--- src/rtl/gamePkg.sv ---
package gamePkg;

    //////////////////////////////////////////////////
    // game limits
    //////////////////////////////////////////////////

    // levels per world, worlds per game
    localparam logic [2:0] LevelCount = 3'd3;
    localparam logic [2:0] WorldCount = 3'd3;
    // lives handed out by a new game
    localparam logic [2:0] StartLives = 3'd3;

    //////////////////////////////////////////////////
    // timing
    //////////////////////////////////////////////////

    // cycles of stable high before a button counts
    localparam int DebounceCycles = 8;
    // tone length, same length for the gap after it
    localparam int NoteCycles = 6;

    // counter widths derived from the timing above
    localparam int DebounceCntW = $clog2(DebounceCycles + 1);
    localparam int NoteCntW = $clog2(NoteCycles);

    //////////////////////////////////////////////////
    // screen and cue codes
    //////////////////////////////////////////////////

    typedef enum logic [2:0] {
        blankScreen   = 3'd0,
        titleScreen   = 3'd1,
        playScreen    = 3'd2,
        loseScreen    = 3'd3,
        winScreen     = 3'd4,
        levelUpScreen = 3'd5,
        worldUpScreen = 3'd6
    } screenT;

    typedef enum logic [2:0] {
        noCue    = 3'd0,
        levelCue = 3'd1,
        worldCue = 3'd2,
        lifeCue  = 3'd3,
        winCue   = 3'd4,
        loseCue  = 3'd5
    } cueT;

    // notes per cue, indexed by cue code
    localparam logic [2:0] CueLength [0:7] = '{
        3'd0, 3'd2, 3'd2, 3'd2, 3'd4, 3'd4, 3'd0, 3'd0
    };

    // note codes per cue, zero is kept for silence
    localparam logic [2:0] CueNotes [0:7][0:3] = '{
        '{3'd0, 3'd0, 3'd0, 3'd0},
        '{3'd3, 3'd5, 3'd0, 3'd0},
        '{3'd4, 3'd6, 3'd0, 3'd0},
        '{3'd2, 3'd1, 3'd0, 3'd0},
        '{3'd3, 3'd5, 3'd6, 3'd7},
        '{3'd5, 3'd4, 3'd2, 3'd1},
        '{3'd0, 3'd0, 3'd0, 3'd0},
        '{3'd0, 3'd0, 3'd0, 3'd0}
    };

endpackage

--- src/rtl/buttonConditioner.sv ---
`timescale 1ns/10ps

module buttonConditioner import gamePkg::*; (
    input  logic clk,
    input  logic rst,
    input  logic continueBtn,
    input  logic startBtn,
    output logic continuePress,
    output logic startPress
);

    // bit 0 continue, bit 1 start
    logic [1:0] btnRaw;
    logic [1:0] pressVec;

    assign btnRaw = {startBtn, continueBtn};

    for (genvar b = 0; b < 2; b++) begin : gBtn
        logic                    sync1;
        logic                    sync2;
        logic [DebounceCntW-1:0] stableCnt;
        logic                    reported;
        logic                    pressQ;
        logic                    pressNext;

        // last stable cycle reached and this hold not yet reported
        assign pressNext = sync2 && !reported &&
                           (stableCnt >= DebounceCntW'(DebounceCycles - 1));

        always_ff @(posedge clk or negedge rst) begin
            if (!rst) begin
                sync1     <= 1'b0;
                sync2     <= 1'b0;
                stableCnt <= '0;
                reported  <= 1'b0;
                pressQ    <= 1'b0;
            end else begin
                // two flop synchronizer
                sync1 <= btnRaw[b];
                sync2 <= sync1;
                // stable-high run length saturating at the debounce limit
                if (!sync2) begin
                    stableCnt <= '0;
                end else if (stableCnt != DebounceCntW'(DebounceCycles)) begin
                    stableCnt <= stableCnt + DebounceCntW'(1);
                end
                // held button reports once and release rearms
                if (!sync2) begin
                    reported <= 1'b0;
                end else if (pressNext) begin
                    reported <= 1'b1;
                end
                pressQ <= pressNext;
            end
        end

        assign pressVec[b] = pressQ;
    end

    assign continuePress = pressVec[0];
    assign startPress    = pressVec[1];

endmodule

--- src/rtl/gameControl.sv ---
`timescale 1ns/10ps

module gameControl import gamePkg::*; (
    input  logic       clk,
    input  logic       rst,
    input  logic       continueBtn,
    input  logic       startBtn,
    input  logic       playerDead,
    input  logic       levelComplete,
    output logic [2:0] level,
    output logic [2:0] world,
    output logic [2:0] lives,
    output screenT     screen,
    output logic       playerEnable,
    output logic       gameReset,
    output logic       toneOn,
    output logic [2:0] noteCode
);

    //////////////////////////////////////////////////
    // internal nets
    //////////////////////////////////////////////////

    // conditioned buttons
    logic continuePress;
    logic startPress;
    // counter controls
    logic clearAll;
    logic levelStep;
    logic worldStep;
    logic lifeStep;
    // sound handshake-free strobe and status
    logic cueStart;
    cueT  cue;
    logic soundIdle;

    buttonConditioner buttonConditioner_i (
        .clk           (clk),
        .rst           (rst),
        .continueBtn   (continueBtn),
        .startBtn      (startBtn),
        .continuePress (continuePress),
        .startPress    (startPress)
    );

    progressCounters progressCounters_i (
        .clk       (clk),
        .rst       (rst),
        .clearAll  (clearAll),
        .levelStep (levelStep),
        .worldStep (worldStep),
        .lifeStep  (lifeStep),
        .level     (level),
        .world     (world),
        .lives     (lives)
    );

    gameFsm gameFsm_i (
        .clk           (clk),
        .rst           (rst),
        .continuePress (continuePress),
        .startPress    (startPress),
        .playerDead    (playerDead),
        .levelComplete (levelComplete),
        .soundIdle     (soundIdle),
        .level         (level),
        .world         (world),
        .lives         (lives),
        .clearAll      (clearAll),
        .levelStep     (levelStep),
        .worldStep     (worldStep),
        .lifeStep      (lifeStep),
        .cueStart      (cueStart),
        .cue           (cue),
        .screen        (screen),
        .playerEnable  (playerEnable),
        .gameReset     (gameReset)
    );

    soundSequencer soundSequencer_i (
        .clk       (clk),
        .rst       (rst),
        .cueStart  (cueStart),
        .cue       (cue),
        .soundIdle (soundIdle),
        .toneOn    (toneOn),
        .noteCode  (noteCode)
    );

endmodule

--- src/rtl/gameFsm.sv ---
`timescale 1ns/10ps

module gameFsm import gamePkg::*; (
    input  logic       clk,
    input  logic       rst,
    input  logic       continuePress,
    input  logic       startPress,
    input  logic       playerDead,
    input  logic       levelComplete,
    input  logic       soundIdle,
    input  logic [2:0] level,
    input  logic [2:0] world,
    input  logic [2:0] lives,
    output logic       clearAll,
    output logic       levelStep,
    output logic       worldStep,
    output logic       lifeStep,
    output logic       cueStart,
    output cueT        cue,
    output screenT     screen,
    output logic       playerEnable,
    output logic       gameReset
);

    //////////////////////////////////////////////////
    // state encoding
    //////////////////////////////////////////////////

    typedef enum logic [3:0] {
        idle      = 4'd0,
        play      = 4'd1,
        levelUp   = 4'd2,
        levelShow = 4'd3,
        worldUp   = 4'd4,
        worldShow = 4'd5,
        lifeLost  = 4'd6,
        lifeWait  = 4'd7,
        winEnter  = 4'd8,
        winShow   = 4'd9,
        loseEnter = 4'd10,
        loseShow  = 4'd11,
        restart   = 4'd12
    } stateT;

    stateT state;
    stateT stateNext;

    // leaving a message screen needs a press and a quiet sequencer
    logic continueOk;

    assign continueOk = continuePress && soundIdle;

    always_ff @(posedge clk or negedge rst) begin
        if (!rst) begin
            state <= idle;
        end else begin
            state <= stateNext;
        end
    end

    //////////////////////////////////////////////////
    // next state
    //////////////////////////////////////////////////

    always_comb begin
        stateNext = state;
        case (state)
            idle: begin
                if (startPress) stateNext = play;
            end
            play: begin
                // death wins over a completion in the same cycle
                if (playerDead) begin
                    stateNext = (lives > 3'd1) ? lifeLost : loseEnter;
                end else if (levelComplete) begin
                    if (level < LevelCount) begin
                        stateNext = levelUp;
                    end else if (world < WorldCount) begin
                        stateNext = worldUp;
                    end else begin
                        stateNext = winEnter;
                    end
                end
            end
            levelUp:   stateNext = levelShow;
            worldUp:   stateNext = worldShow;
            levelShow: if (continueOk) stateNext = play;
            worldShow: if (continueOk) stateNext = play;
            lifeLost:  stateNext = lifeWait;
            // wait for the player to clear the hazard
            lifeWait:  if (!playerDead) stateNext = play;
            winEnter:  stateNext = winShow;
            loseEnter: stateNext = loseShow;
            winShow:   if (continueOk) stateNext = restart;
            loseShow:  if (continueOk) stateNext = restart;
            restart:   stateNext = idle;
            default:   stateNext = idle;
        endcase
    end

    //////////////////////////////////////////////////
    // outputs, decoded from state only
    //////////////////////////////////////////////////

    always_comb begin
        clearAll     = 1'b0;
        levelStep    = 1'b0;
        worldStep    = 1'b0;
        lifeStep     = 1'b0;
        cue          = noCue;
        screen       = blankScreen;
        playerEnable = 1'b0;
        gameReset    = 1'b0;
        case (state)
            idle: begin
                screen   = titleScreen;
                clearAll = 1'b1;
            end
            play: begin
                screen       = playScreen;
                playerEnable = 1'b1;
            end
            levelUp: begin
                screen    = levelUpScreen;
                levelStep = 1'b1;
                cue       = levelCue;
            end
            levelShow: screen = levelUpScreen;
            worldUp: begin
                screen    = worldUpScreen;
                worldStep = 1'b1;
                cue       = worldCue;
            end
            worldShow: screen = worldUpScreen;
            lifeLost: begin
                // player may still move out of the hazard
                screen       = playScreen;
                playerEnable = 1'b1;
                lifeStep     = 1'b1;
                cue          = lifeCue;
            end
            lifeWait: begin
                screen       = playScreen;
                playerEnable = 1'b1;
            end
            winEnter: begin
                screen = winScreen;
                cue    = winCue;
            end
            winShow: screen = winScreen;
            loseEnter: begin
                // last life goes here
                screen   = loseScreen;
                lifeStep = 1'b1;
                cue      = loseCue;
            end
            loseShow: screen = loseScreen;
            restart:  gameReset = 1'b1;
            default:  screen = blankScreen;
        endcase
    end

    // any cue other than none is a one-cycle start strobe
    assign cueStart = (cue != noCue);

endmodule

--- src/rtl/progressCounters.sv ---
`timescale 1ns/10ps

module progressCounters import gamePkg::*; (
    input  logic       clk,
    input  logic       rst,
    input  logic       clearAll,
    input  logic       levelStep,
    input  logic       worldStep,
    input  logic       lifeStep,
    output logic [2:0] level,
    output logic [2:0] world,
    output logic [2:0] lives
);

    //////////////////////////////////////////////////
    // counter registers
    //////////////////////////////////////////////////

    logic [2:0] levelQ;
    logic [2:0] worldQ;
    logic [2:0] livesQ;

    // priority clearAll, worldStep, levelStep, lifeStep
    // limits are the FSM's job, no wrap handling here
    always_ff @(posedge clk or negedge rst) begin
        if (!rst) begin
            levelQ <= 3'd1;
            worldQ <= 3'd1;
            livesQ <= StartLives;
        end else if (clearAll) begin
            // fresh game
            levelQ <= 3'd1;
            worldQ <= 3'd1;
            livesQ <= StartLives;
        end else if (worldStep) begin
            // next world starts at its first level
            worldQ <= worldQ + 3'd1;
            levelQ <= 3'd1;
        end else if (levelStep) begin
            levelQ <= levelQ + 3'd1;
        end else if (lifeStep) begin
            livesQ <= livesQ - 3'd1;
        end
    end

    //////////////////////////////////////////////////
    // outputs
    //////////////////////////////////////////////////

    // registered values go straight out
    assign level = levelQ;
    assign world = worldQ;
    assign lives = livesQ;

endmodule

--- src/rtl/soundSequencer.sv ---
`timescale 1ns/10ps

module soundSequencer import gamePkg::*; (
    input  logic       clk,
    input  logic       rst,
    input  logic       cueStart,
    input  cueT        cue,
    output logic       soundIdle,
    output logic       toneOn,
    output logic [2:0] noteCode
);

    //////////////////////////////////////////////////
    // playback state
    //////////////////////////////////////////////////

    cueT                 curCue;
    logic [1:0]          noteIdx;
    logic [NoteCntW-1:0] phaseCnt;
    // low while the tone sounds, high during the silent gap
    logic                inGap;
    logic                busy;

    logic                phaseEnd;
    logic                lastNote;

    assign phaseEnd = (phaseCnt == NoteCntW'(NoteCycles - 1));
    assign lastNote = ({1'b0, noteIdx} == (CueLength[curCue] - 3'd1));

    always_ff @(posedge clk or negedge rst) begin
        if (!rst) begin
            curCue   <= noCue;
            noteIdx  <= 2'd0;
            phaseCnt <= '0;
            inGap    <= 1'b0;
            busy     <= 1'b0;
        end else if (cueStart) begin
            // new cue restarts from its first note
            curCue   <= cue;
            noteIdx  <= 2'd0;
            phaseCnt <= '0;
            inGap    <= 1'b0;
            busy     <= (cue != noCue);
        end else if (busy) begin
            if (phaseEnd) begin
                phaseCnt <= '0;
                if (!inGap) begin
                    // tone done so the gap begins
                    inGap <= 1'b1;
                end else begin
                    inGap <= 1'b0;
                    // gap after last note ends the cue
                    if (lastNote) begin
                        busy <= 1'b0;
                    end else begin
                        noteIdx <= noteIdx + 2'd1;
                    end
                end
            end else begin
                phaseCnt <= phaseCnt + NoteCntW'(1);
            end
        end
    end

    //////////////////////////////////////////////////
    // outputs
    //////////////////////////////////////////////////

    assign soundIdle = !busy;
    assign toneOn    = busy && !inGap;
    // note code only while sounding
    assign noteCode  = toneOn ? CueNotes[curCue][noteIdx] : 3'd0;

endmodule

--- config.mk ---
export PLATFORM = sky130hd
export DESIGN_NAME = gameControl
export DESIGN_NICKNAME = d
export VERILOG_FILES = /design/src/rtl/gamePkg.sv /design/src/rtl/buttonConditioner.sv /design/src/rtl/gameControl.sv /design/src/rtl/gameFsm.sv /design/src/rtl/progressCounters.sv /design/src/rtl/soundSequencer.sv
export SDC_FILE = /design/constraint.sdc
export NUM_CORES = 1
export LEC_CHECK = 0
export ABC_AREA = 1
export BUFFER_PORTS_ARGS = -buffer_cell sky130_fd_sc_hd__buf_2
export CAP_MARGIN = 30
export CORE_MARGIN = 2
export CORE_UTILIZATION = 53
export CTS_CLUSTER_DIAMETER = 40
export DETAILED_ROUTE_END_ITERATION = 6
export PLACE_DENSITY = 0.73
export SYNTH_ARGS = -nofsm -noshare
export SYNTH_HDL_FRONTEND = slang
export SYNTH_SLANG_ARGS = --single-unit
--- constraint.sdc ---
create_clock -name clk -period 1.3 [get_ports clk]
set_input_delay 0.13 -clock clk [delete_from_list [all_inputs] [get_ports clk]]
set_output_delay 0.13 -clock clk [all_outputs]
set_load 0.03 [all_outputs]
==> results.tsv, run 1 <==
metric	value	unit
status	finished, violations left	
failing checks	setup timing	
Detail Route Antenna Nets	0	
Avg WL per Cell	19.1	um
final worst setup slack	-514	ps
sequential area share after synthesis	43.1	%
Worst VDD drop	0.000865	V
routed vias	2550	
Horiz. Die Dim	69.5	um
Yosys reg bits	39	
Top Ports	24	
Hold Path Class	in -> async	
max_cap viols	0	
Final Cycle Share	140	%
vias in the first global route	2276	
dpl ws	-155	ps
post-synthesis instance area	0.00227	mm2
drt via density	5.93	
Routed Wire Length	8.21	mm
WS Path Type	reg -> out	
1st-pass router iterations	5	
largest net degree at the start of global routing	34	
Worst Setup End Kind	output pin	
clk sinks	39	
top_reg_cell synth	dfrtp_1	
Post-Syn Area per Cell	7.76	um2
row count	23	
Post-DP HPWL	3.52	mm
CTS tree	built	
Tot GR Track Use	25.6	%
Die Ht	69.5	um
startpoint types	flip-flop	
syn_nets	310	
Worst Clk Skew	12.9	ps
P_leak	1.74	nW
power per cell area	661	mW/mm2
WP data arrival	1680	ps
Yosys cell types	32	
final hold violation count	0	
clock latency on the worst-skew pair	300	ps
fin util	88.6	%
I/O Buffers	23	
CP required	1170	ps
Worst-Margin Slew	368	ps
Max Root-Sink Buffers	2	
CP max FO	2	
NumNets Final	396	
Num CTS Buffers	5	
GR Overflow Total	0	
H-tree lvl count	2	
gp weighted congestion	0.948	
Final Hold Slack	200	ps
number of synthesis warnings	0	
R2R Setup Slk	-390	ps
DRT iter0 DRCs	268	
Rel. slew slack	75.2	%
Final Setup Violations	31	
initial core utilization	56.0	%
core area	0.00406	mm2
fin crit period	1810	ps
initial antenna violation count	0	
share of cells above drive strength 1	47.4	%
synth-to-layout area growth	58.1	%
RSZ-0062 raised after global routing	true	
Antenna Cells	0	
Final Max Tran Viols	0	
Post-synth EDFFs	0	
Max Clk Rate	551	MHz
async set or reset register ratio after synthesis	100	%
Die ar.	0.00483	mm2
first-pass GRT wire length	10.0	mm
root buffer cell	clkbuf_8	
Worst-path clk slew	80	ps
Syn Inst Count	293	
total chip power	2.38	mW
# DRC	0	
[layout make-up]
cell class	count	area (um2)
Clock inverter	2	37.5
Clock buffer	6	72.6
Tap cell	50	62.6
Multi-Input combinational cell	209	1510
Fill cell	167	463
Sequential cell	39	983
Inverter	42	173
Timing Repair Buffer	82	754
[per-layer routing]
layer / vias up / wire length [um] / global-route usage, %
met3: 50 / 604 / 6.25
met1: 1213 / 3230 / 30.8
met2: 173 / 3940 / 42.9
met4: 0 / 435 / 12.4
li1: 1114 / - / -
met5: - / 0 / 0
[sequential cells by signal, indices dropped and copies added (netlist names), 3 cells and up]
name                                count
progressCounters_i.level                3
gameFsm_i.state                         4
soundSequencer_i.phaseCnt               3
soundSequencer_i.curCue                 3
buttonConditioner_i.gBtn.stableCnt      8
progressCounters_i.world                3
progressCounters_i.lives                3
[final timing paths]
check,startpoint,to,depth (start not counted)
max in group asynchronous,rst,progressCounters_i.lives[0]$_DFFE_PN1P_,3
hold reg to reg,buttonConditioner_i.gBtn[0].sync1$_DFF_PN0_,buttonConditioner_i.gBtn[0].sync2$_DFF_PN0_,0
min in group clk,playerDead,gameFsm_i.state[2]$_DFFE_PN0P_,6
setup reg to reg,soundSequencer_i.curCue[0]$_DFFE_PN0P_,soundSequencer_i.noteIdx[0]$_DFFE_PN0P_,12
setup / recovery,soundSequencer_i.curCue[0]$_DFFE_PN0P_,noteCode[2],7
hold / removal,rst,soundSequencer_i.inGap$_DFFE_PN0P_,2
[placed cells by master (no fill, tap or decap), types with 3 or more instances in the layout]
| cell | Yosys | final |
|---|---|---|
| nand4_1 | 3 | 3 |
| o21ai_1 | 3 | 10 |
| nand2_8 | 0 | 3 |
| buf_4 | 2 | 26 |
| buf_6 | 1 | 37 |
| inv_2 | 4 | 9 |
| nand3_4 | 0 | 3 |
| inv_1 | 37 | 29 |
| dfrtp_1 | 35 | 33 |
| ha_1 | 11 | 7 |
| clkbuf_8 | 0 | 5 |
| o21ai_0 | 23 | 12 |
| nor2_2 | 3 | 6 |
| a21oi_2 | 0 | 3 |
| nand2_1 | 83 | 62 |
| o21ai_2 | 3 | 4 |
| buf_2 | 0 | 13 |
| dlygate4sd3_1 | 0 | 3 |
| nor2_1 | 24 | 13 |
| nand2_2 | 5 | 19 |
| nand2_4 | 2 | 6 |
| o21ai_4 | 0 | 3 |
| a21oi_1 | 9 | 4 |
| nand3_1 | 22 | 11 |
| ha_4 | 0 | 4 |
| nor2_4 | 0 | 8 |
| nand3_2 | 2 | 10 |
| dfstp_2 | 4 | 4 |
[cells in the mapped netlist (3+ instances only)]
| cell | instances | share of area [%] |
|---|---|---|
| nand3_1 | 22 | 4.8 |
| a21oi_1 | 9 | 2.0 |
| inv_1 | 37 | 6.1 |
| dfstp_2 | 4 | 4.6 |
| o21ai_2 | 3 | 1.2 |
| nor2_1 | 24 | 4.0 |
| nor2_2 | 3 | 0.83 |
| nand4_1 | 3 | 0.83 |
| ha_1 | 11 | 6.1 |
| o21ai_1 | 3 | 0.66 |
| nand2_1 | 83 | 14 |
| nand2_2 | 5 | 1.4 |
| o21ai_0 | 23 | 5.1 |
| dfrtp_1 | 35 | 39 |
| inv_2 | 4 | 0.66 |
[power by group]
| group | internal, mW | leakage (nW) | switching, mW |
|---|---|---|---|
| logic | 0.0385 | 1.20 | 0.0595 |
| registers | 1.24 | 0.488 | 0.0180 |
| clock network | 0.573 | 0.0514 | 0.451 |
| total | 1.85 | 1.74 | 0.529 |
[logic make-up (layout without fill, tap and decap cells)]
group                    after synthesis  after routing  share of synthesized area [%]
buffers and inverters                 45            132                           8.20
AO/OA/AOI/OAI                         45             45                           11.2
XOR/XNOR                               2              2                          0.771
AND/OR/NAND/NOR                      151            151                           30.6
flip-flops                            39             39                           43.1
adder cells (fa/ha/maj)               11             11                           6.05
[stage by stage]
step                cells  instance area, um2  setup TNS [ps]
global placement      391                2690            -235
detailed placement    391                2690            -536
floorplan             293                2310           -26.3
CTS                   418                3190           -2350
global route          430                3590           -7660
finish                430                3590           -6920
[critical path, cell delays in order (launching register included)]
cell and delay [ps]:
dfrtp_1 410, inv_2 110, ha_4 210, o211ai_1 200, o21ai_1 120, o21ai_1 160, inv_2 50, buf_6 130
[timing repair]
action	in CTS	in global routing
hold endpoints to repair	37	0
setup buffers	17	13
hold buffers	3	0
setup endpoints to repair	16	30
pin swaps	29	40
gates resized for setup	68	82
(Power assumes the default switching activity.)
==> run 2: changes to the inputs <==
==> constraint.sdc (replaced) <==
create_clock -name clk -period 1.3 [get_ports clk]
set_input_delay 0.13 -clock clk [delete_from_list [all_inputs] [get_ports clk]]
set_output_delay 0.13 -clock clk [all_outputs]
set_load 0.1 [all_outputs]
==> run 2 against run 1 <==
  * The run now fails in 5_1_grt
  * Area after synthesis is the same
  * Synthesized cell count unchanged
==> results.tsv, run 2 <==
metric	value	unit
sequential area share after synthesis	43.1	%
area post-placement	0.00311	mm2
Worst EP Category	primary output	
Fail Step	5_1_grt	
Yosys reg bits	39	
Post-Syn Area per Cell	7.76	um2
I/O Buffers	23	
initial antenna violation count	0	
initial core utilization	56.0	%
Top Ports	24	
post-synthesis instance area	0.00227	mm2
root buffer cell	clkbuf_8	
Error	[ERROR DPL-0033] detailed placement checks failed during check placement.	
GRT repair_timing worst endpoint	noteCode[2]	
count leader, synth	nand2_1	
Syn Inst Count	293	
async set or reset register ratio after synthesis	100	%
syn_nets	310	
row count	23	
Yosys cell types	32	
Horiz. Die Dim	69.5	um
Num CTS Buffers	5	
status	aborted with a tool error	
H-tree lvl count	2	
Die Ht	69.5	um
Post-DP HPWL	4.01	mm
gp weighted congestion	0.899	
top cells by instance count after synthesis	nand2_1 (83), inv_1 (37), dfrtp_1 (35), nor2_1 (24), o21ai_0 (23)	
Synth area leaders	dfrtp_1 (39%), nand2_1 (14%), inv_1 (6.1%), ha_1 (6.1%), o21ai_0 (5.1%)	
number of synthesis warnings	0	
post-synth top area share	38.5	%
clk sinks	39	
Max Root-Sink Buffers	2	
largest net degree at the start of global routing	19	
top_reg_cell synth	dfrtp_1	
Post-synth EDFFs	0	
post-synth top area cell	dfrtp_1	
## run 2: cell counts after synthesis
Identical to the previous run, type by type.
## run 2: cells by family after synthesis
group	Yosys count	synth area share [%]
AO/OA/AOI/OAI	45	11.2
XOR/XNOR	2	0.771
adder cells (fa/ha/maj)	11	6.05
buffers and inverters	45	8.20
flip-flops	39	43.1
AND/OR/NAND/NOR	151	30.6
## run 2: repair_timing
action | in CTS
buffers inserted | 15
pin swaps | 21
gates resized for setup | 53
endpoints found under the setup margin | 19
hold endpoints to repair | 13
hold buffers | 3
## run 2: per-stage QoR
| stage | worst slack [ps] | TNS [ps] | std cells | utilization [%] |
|---|---|---|---|---|
| 4_1_cts | -451 | -3080 | 429 | 87.0 |
| 3_5_place_dp | -317 | -1060 | 405 | 76.7 |
| 3_3_place_gp | -258 | -604 | 405 | 76.7 |
| 2_1_floorplan | -543 | -2080 | 293 | - |
==> run 3: changes to the inputs <==
- CORE_UTILIZATION: 53 -> 40
- CTS_CLUSTER_DIAMETER: 40 -> not set
- PLACE_DENSITY: 0.73 -> not set
- PLACE_DENSITY_LB_ADDON: not set -> 0.15
- clock period: 1.3 -> 1.7 ns (I/O delays scaled with it)
==> run 3 against run 2 <==
  * The flow now finishes, with violations (setup timing)
==> results.tsv, run 3 (synthesized netlist as in run 1, its figures left out) <==
metric	value	unit
first-pass GRT wire length	8.20	mm
Routed met1 length	2.24	mm
Final Cycle Share	103	%
Biggest register	buttonConditioner_i.gBtn.stableCnt	
Antenna Cells	0	
Die ar.	0.00630	mm2
reg2reg path depth	11	
DRT iter0 DRCs	109	
H-tree lvl count	2	
footprint of the multi-input gates	0.00122	mm2
placed insts	393	
CP max FO	2	
R2R Setup Slk	200	ps
total chip power	1.63	mW
Num CTS Buffers	5	
Final Setup Violations	3	
Die Ht	79.4	um
RR Startpoint	soundSequencer_i.curCue[0]$_DFFE_PN0P_	
Rel. slew slack	67.2	%
I/O Buffers	23	
startpoint types	flip-flop	
Worst Clk Skew	9.56	ps
Worst-path clk slew	80	ps
commonest non-fill, non-tap cell in the layout	nand2_1	
Detail Route Antenna Nets	0	
final worst setup slack	-59.0	ps
worst hold path depth	6	
clk sinks	39	
Tot GR Track Use	16.3	%
CP required	1530	ps
Horiz. Die Dim	79.4	um
root buffer cell	clkbuf_8	
power per cell area	561	mW/mm2
vias in the first global route	1896	
setup TNS	-114	ps
critical-path cell list	inv_2, ha_4, o211ai_1, o21ai_1, o21ai_2, inv_4, buf_12	
max FFs per register	8	
CTS tree	built	
filler cell count	534	
RR Endpoint	soundSequencer_i.noteIdx[1]$_DFFE_PN0P_	
core area	0.00551	mm2
NumNets Final	350	
WP data arrival	1590	ps
met2 wire length	2.19	mm
initial antenna violation count	0	
Hold Path Class	in -> reg	
Highest Signal Layer	met4	
Top Ports	24	
fin crit period	1760	ps
WS Path Type	reg -> out	
hold path startpoint	playerDead	
initial core utilization	41.3	%
row count	27	
CP max-delay cell	dfrtp_1	
failing checks	setup timing	
# DRC	0	
RSZ-0062 raised after global routing	true	
share of cells above drive strength 1	28.1	%
Max Root-Sink Buffers	2	
synth-to-layout area growth	27.6	%
Max stage delay on crit path	390	ps
GR Overflow Total	0	
Reg area	987	um2
biggest regs	buttonConditioner_i.gBtn.stableCnt (8), gameFsm_i.state (4)	
Worst VDD drop	0.000407	V
Post-DP HPWL	3.58	mm
Routed Wire Length	4.63	mm
largest net degree at the start of global routing	22	
final hold violation count	0	
P_leak	1.46	nW
Worst Setup End Kind	output pin	
status	finished, violations left	
routed vias	1954	
met3 routed WL	170	um
commonest cells after routing, fill and taps aside	nand2_1 (79), inv_1 (32), dfrtp_1 (30)	
Hold Path End	gameFsm_i.state[1]$_DFFE_PN0P_	
clock latency on the worst-skew pair	280	ps
Max Clk Rate	569	MHz
1st-pass router iterations	4	
max_cap viols	0	
Final Max Tran Viols	0	
Worst-Margin Slew	495	ps
drt via density	4.81	
gp weighted congestion	0.824	
Avg WL per Cell	11.4	um
non-filler cells, final	406	
## run 3: how the worst max path moves through the flow
stage / from / to
after floorplan: soundSequencer_i.busy$_DFF_PN0_ / noteCode[0]
after global placement: soundSequencer_i.curCue[0]$_DFFE_PN0P_ / noteCode[2]
after detailed placement: soundSequencer_i.curCue[0]$_DFFE_PN0P_ / noteCode[2]
final: soundSequencer_i.curCue[0]$_DFFE_PN0P_ / noteCode[2]
after CTS: soundSequencer_i.curCue[1]$_DFFE_PN0P_ / noteCode[2]
after global routing: soundSequencer_i.curCue[1]$_DFFE_PN0P_ / noteCode[2]
## run 3: repair_timing
item / CTS / global route
hold endpoints to repair: 19 / 0
resized for setup: 18 / 8
buffers inserted: 2 / 0
pin swaps: 6 / 5
hold buffers: 3 / 0
setup endpoints to repair: 6 / 7
## run 3: worst max-delay path: cells and delay by family, from the launching register on
kind | cells | cell delay (ps)
compound gates | 3 | 420
fa+ha+maj | 1 | 200
flops | 1 | 390
buf+inv | 3 | 290
## run 3: layout make-up
class                   count  area share (%)
multi-input cells         209            42.2
flip-flops and latches     39            34.0
repair buffers             36            12.2
inverters                  42            5.69
well taps                  72            3.11
clock buffers               7            2.63
clock inverters             1           0.173
## run 3: report_power, final
group	switching (mW)	internal, mW	leakage, nW
Clock	0.307	0.288	0.0422
Sequential	0.0133	0.945	0.485
Combinational	0.0430	0.0292	0.932
Total	0.364	1.26	1.46
## run 3: per-layer routing
metal / up-vias / track usage [%]
met2: 37 / 26.7
met3: 6 / 2.94
met5: - / 0
li1: 1022 / -
met4: 0 / 4.48
met1: 889 / 22.2
## run 3: through the flow
step | utilization [%] | hold slack [ps] | cell area [um2] | worst slack, ps
after global routing | 52.7 | 366 | 2900 | -140
final | 52.7 | 342 | 2900 | -59.0
after detailed placement | 49.0 | 160 | 2700 | 62.7
after floorplan | - | -126 | 2340 | -184
after CTS | 52.2 | 333 | 2870 | -124
after global placement | 49.0 | 159 | 2700 | 82.8
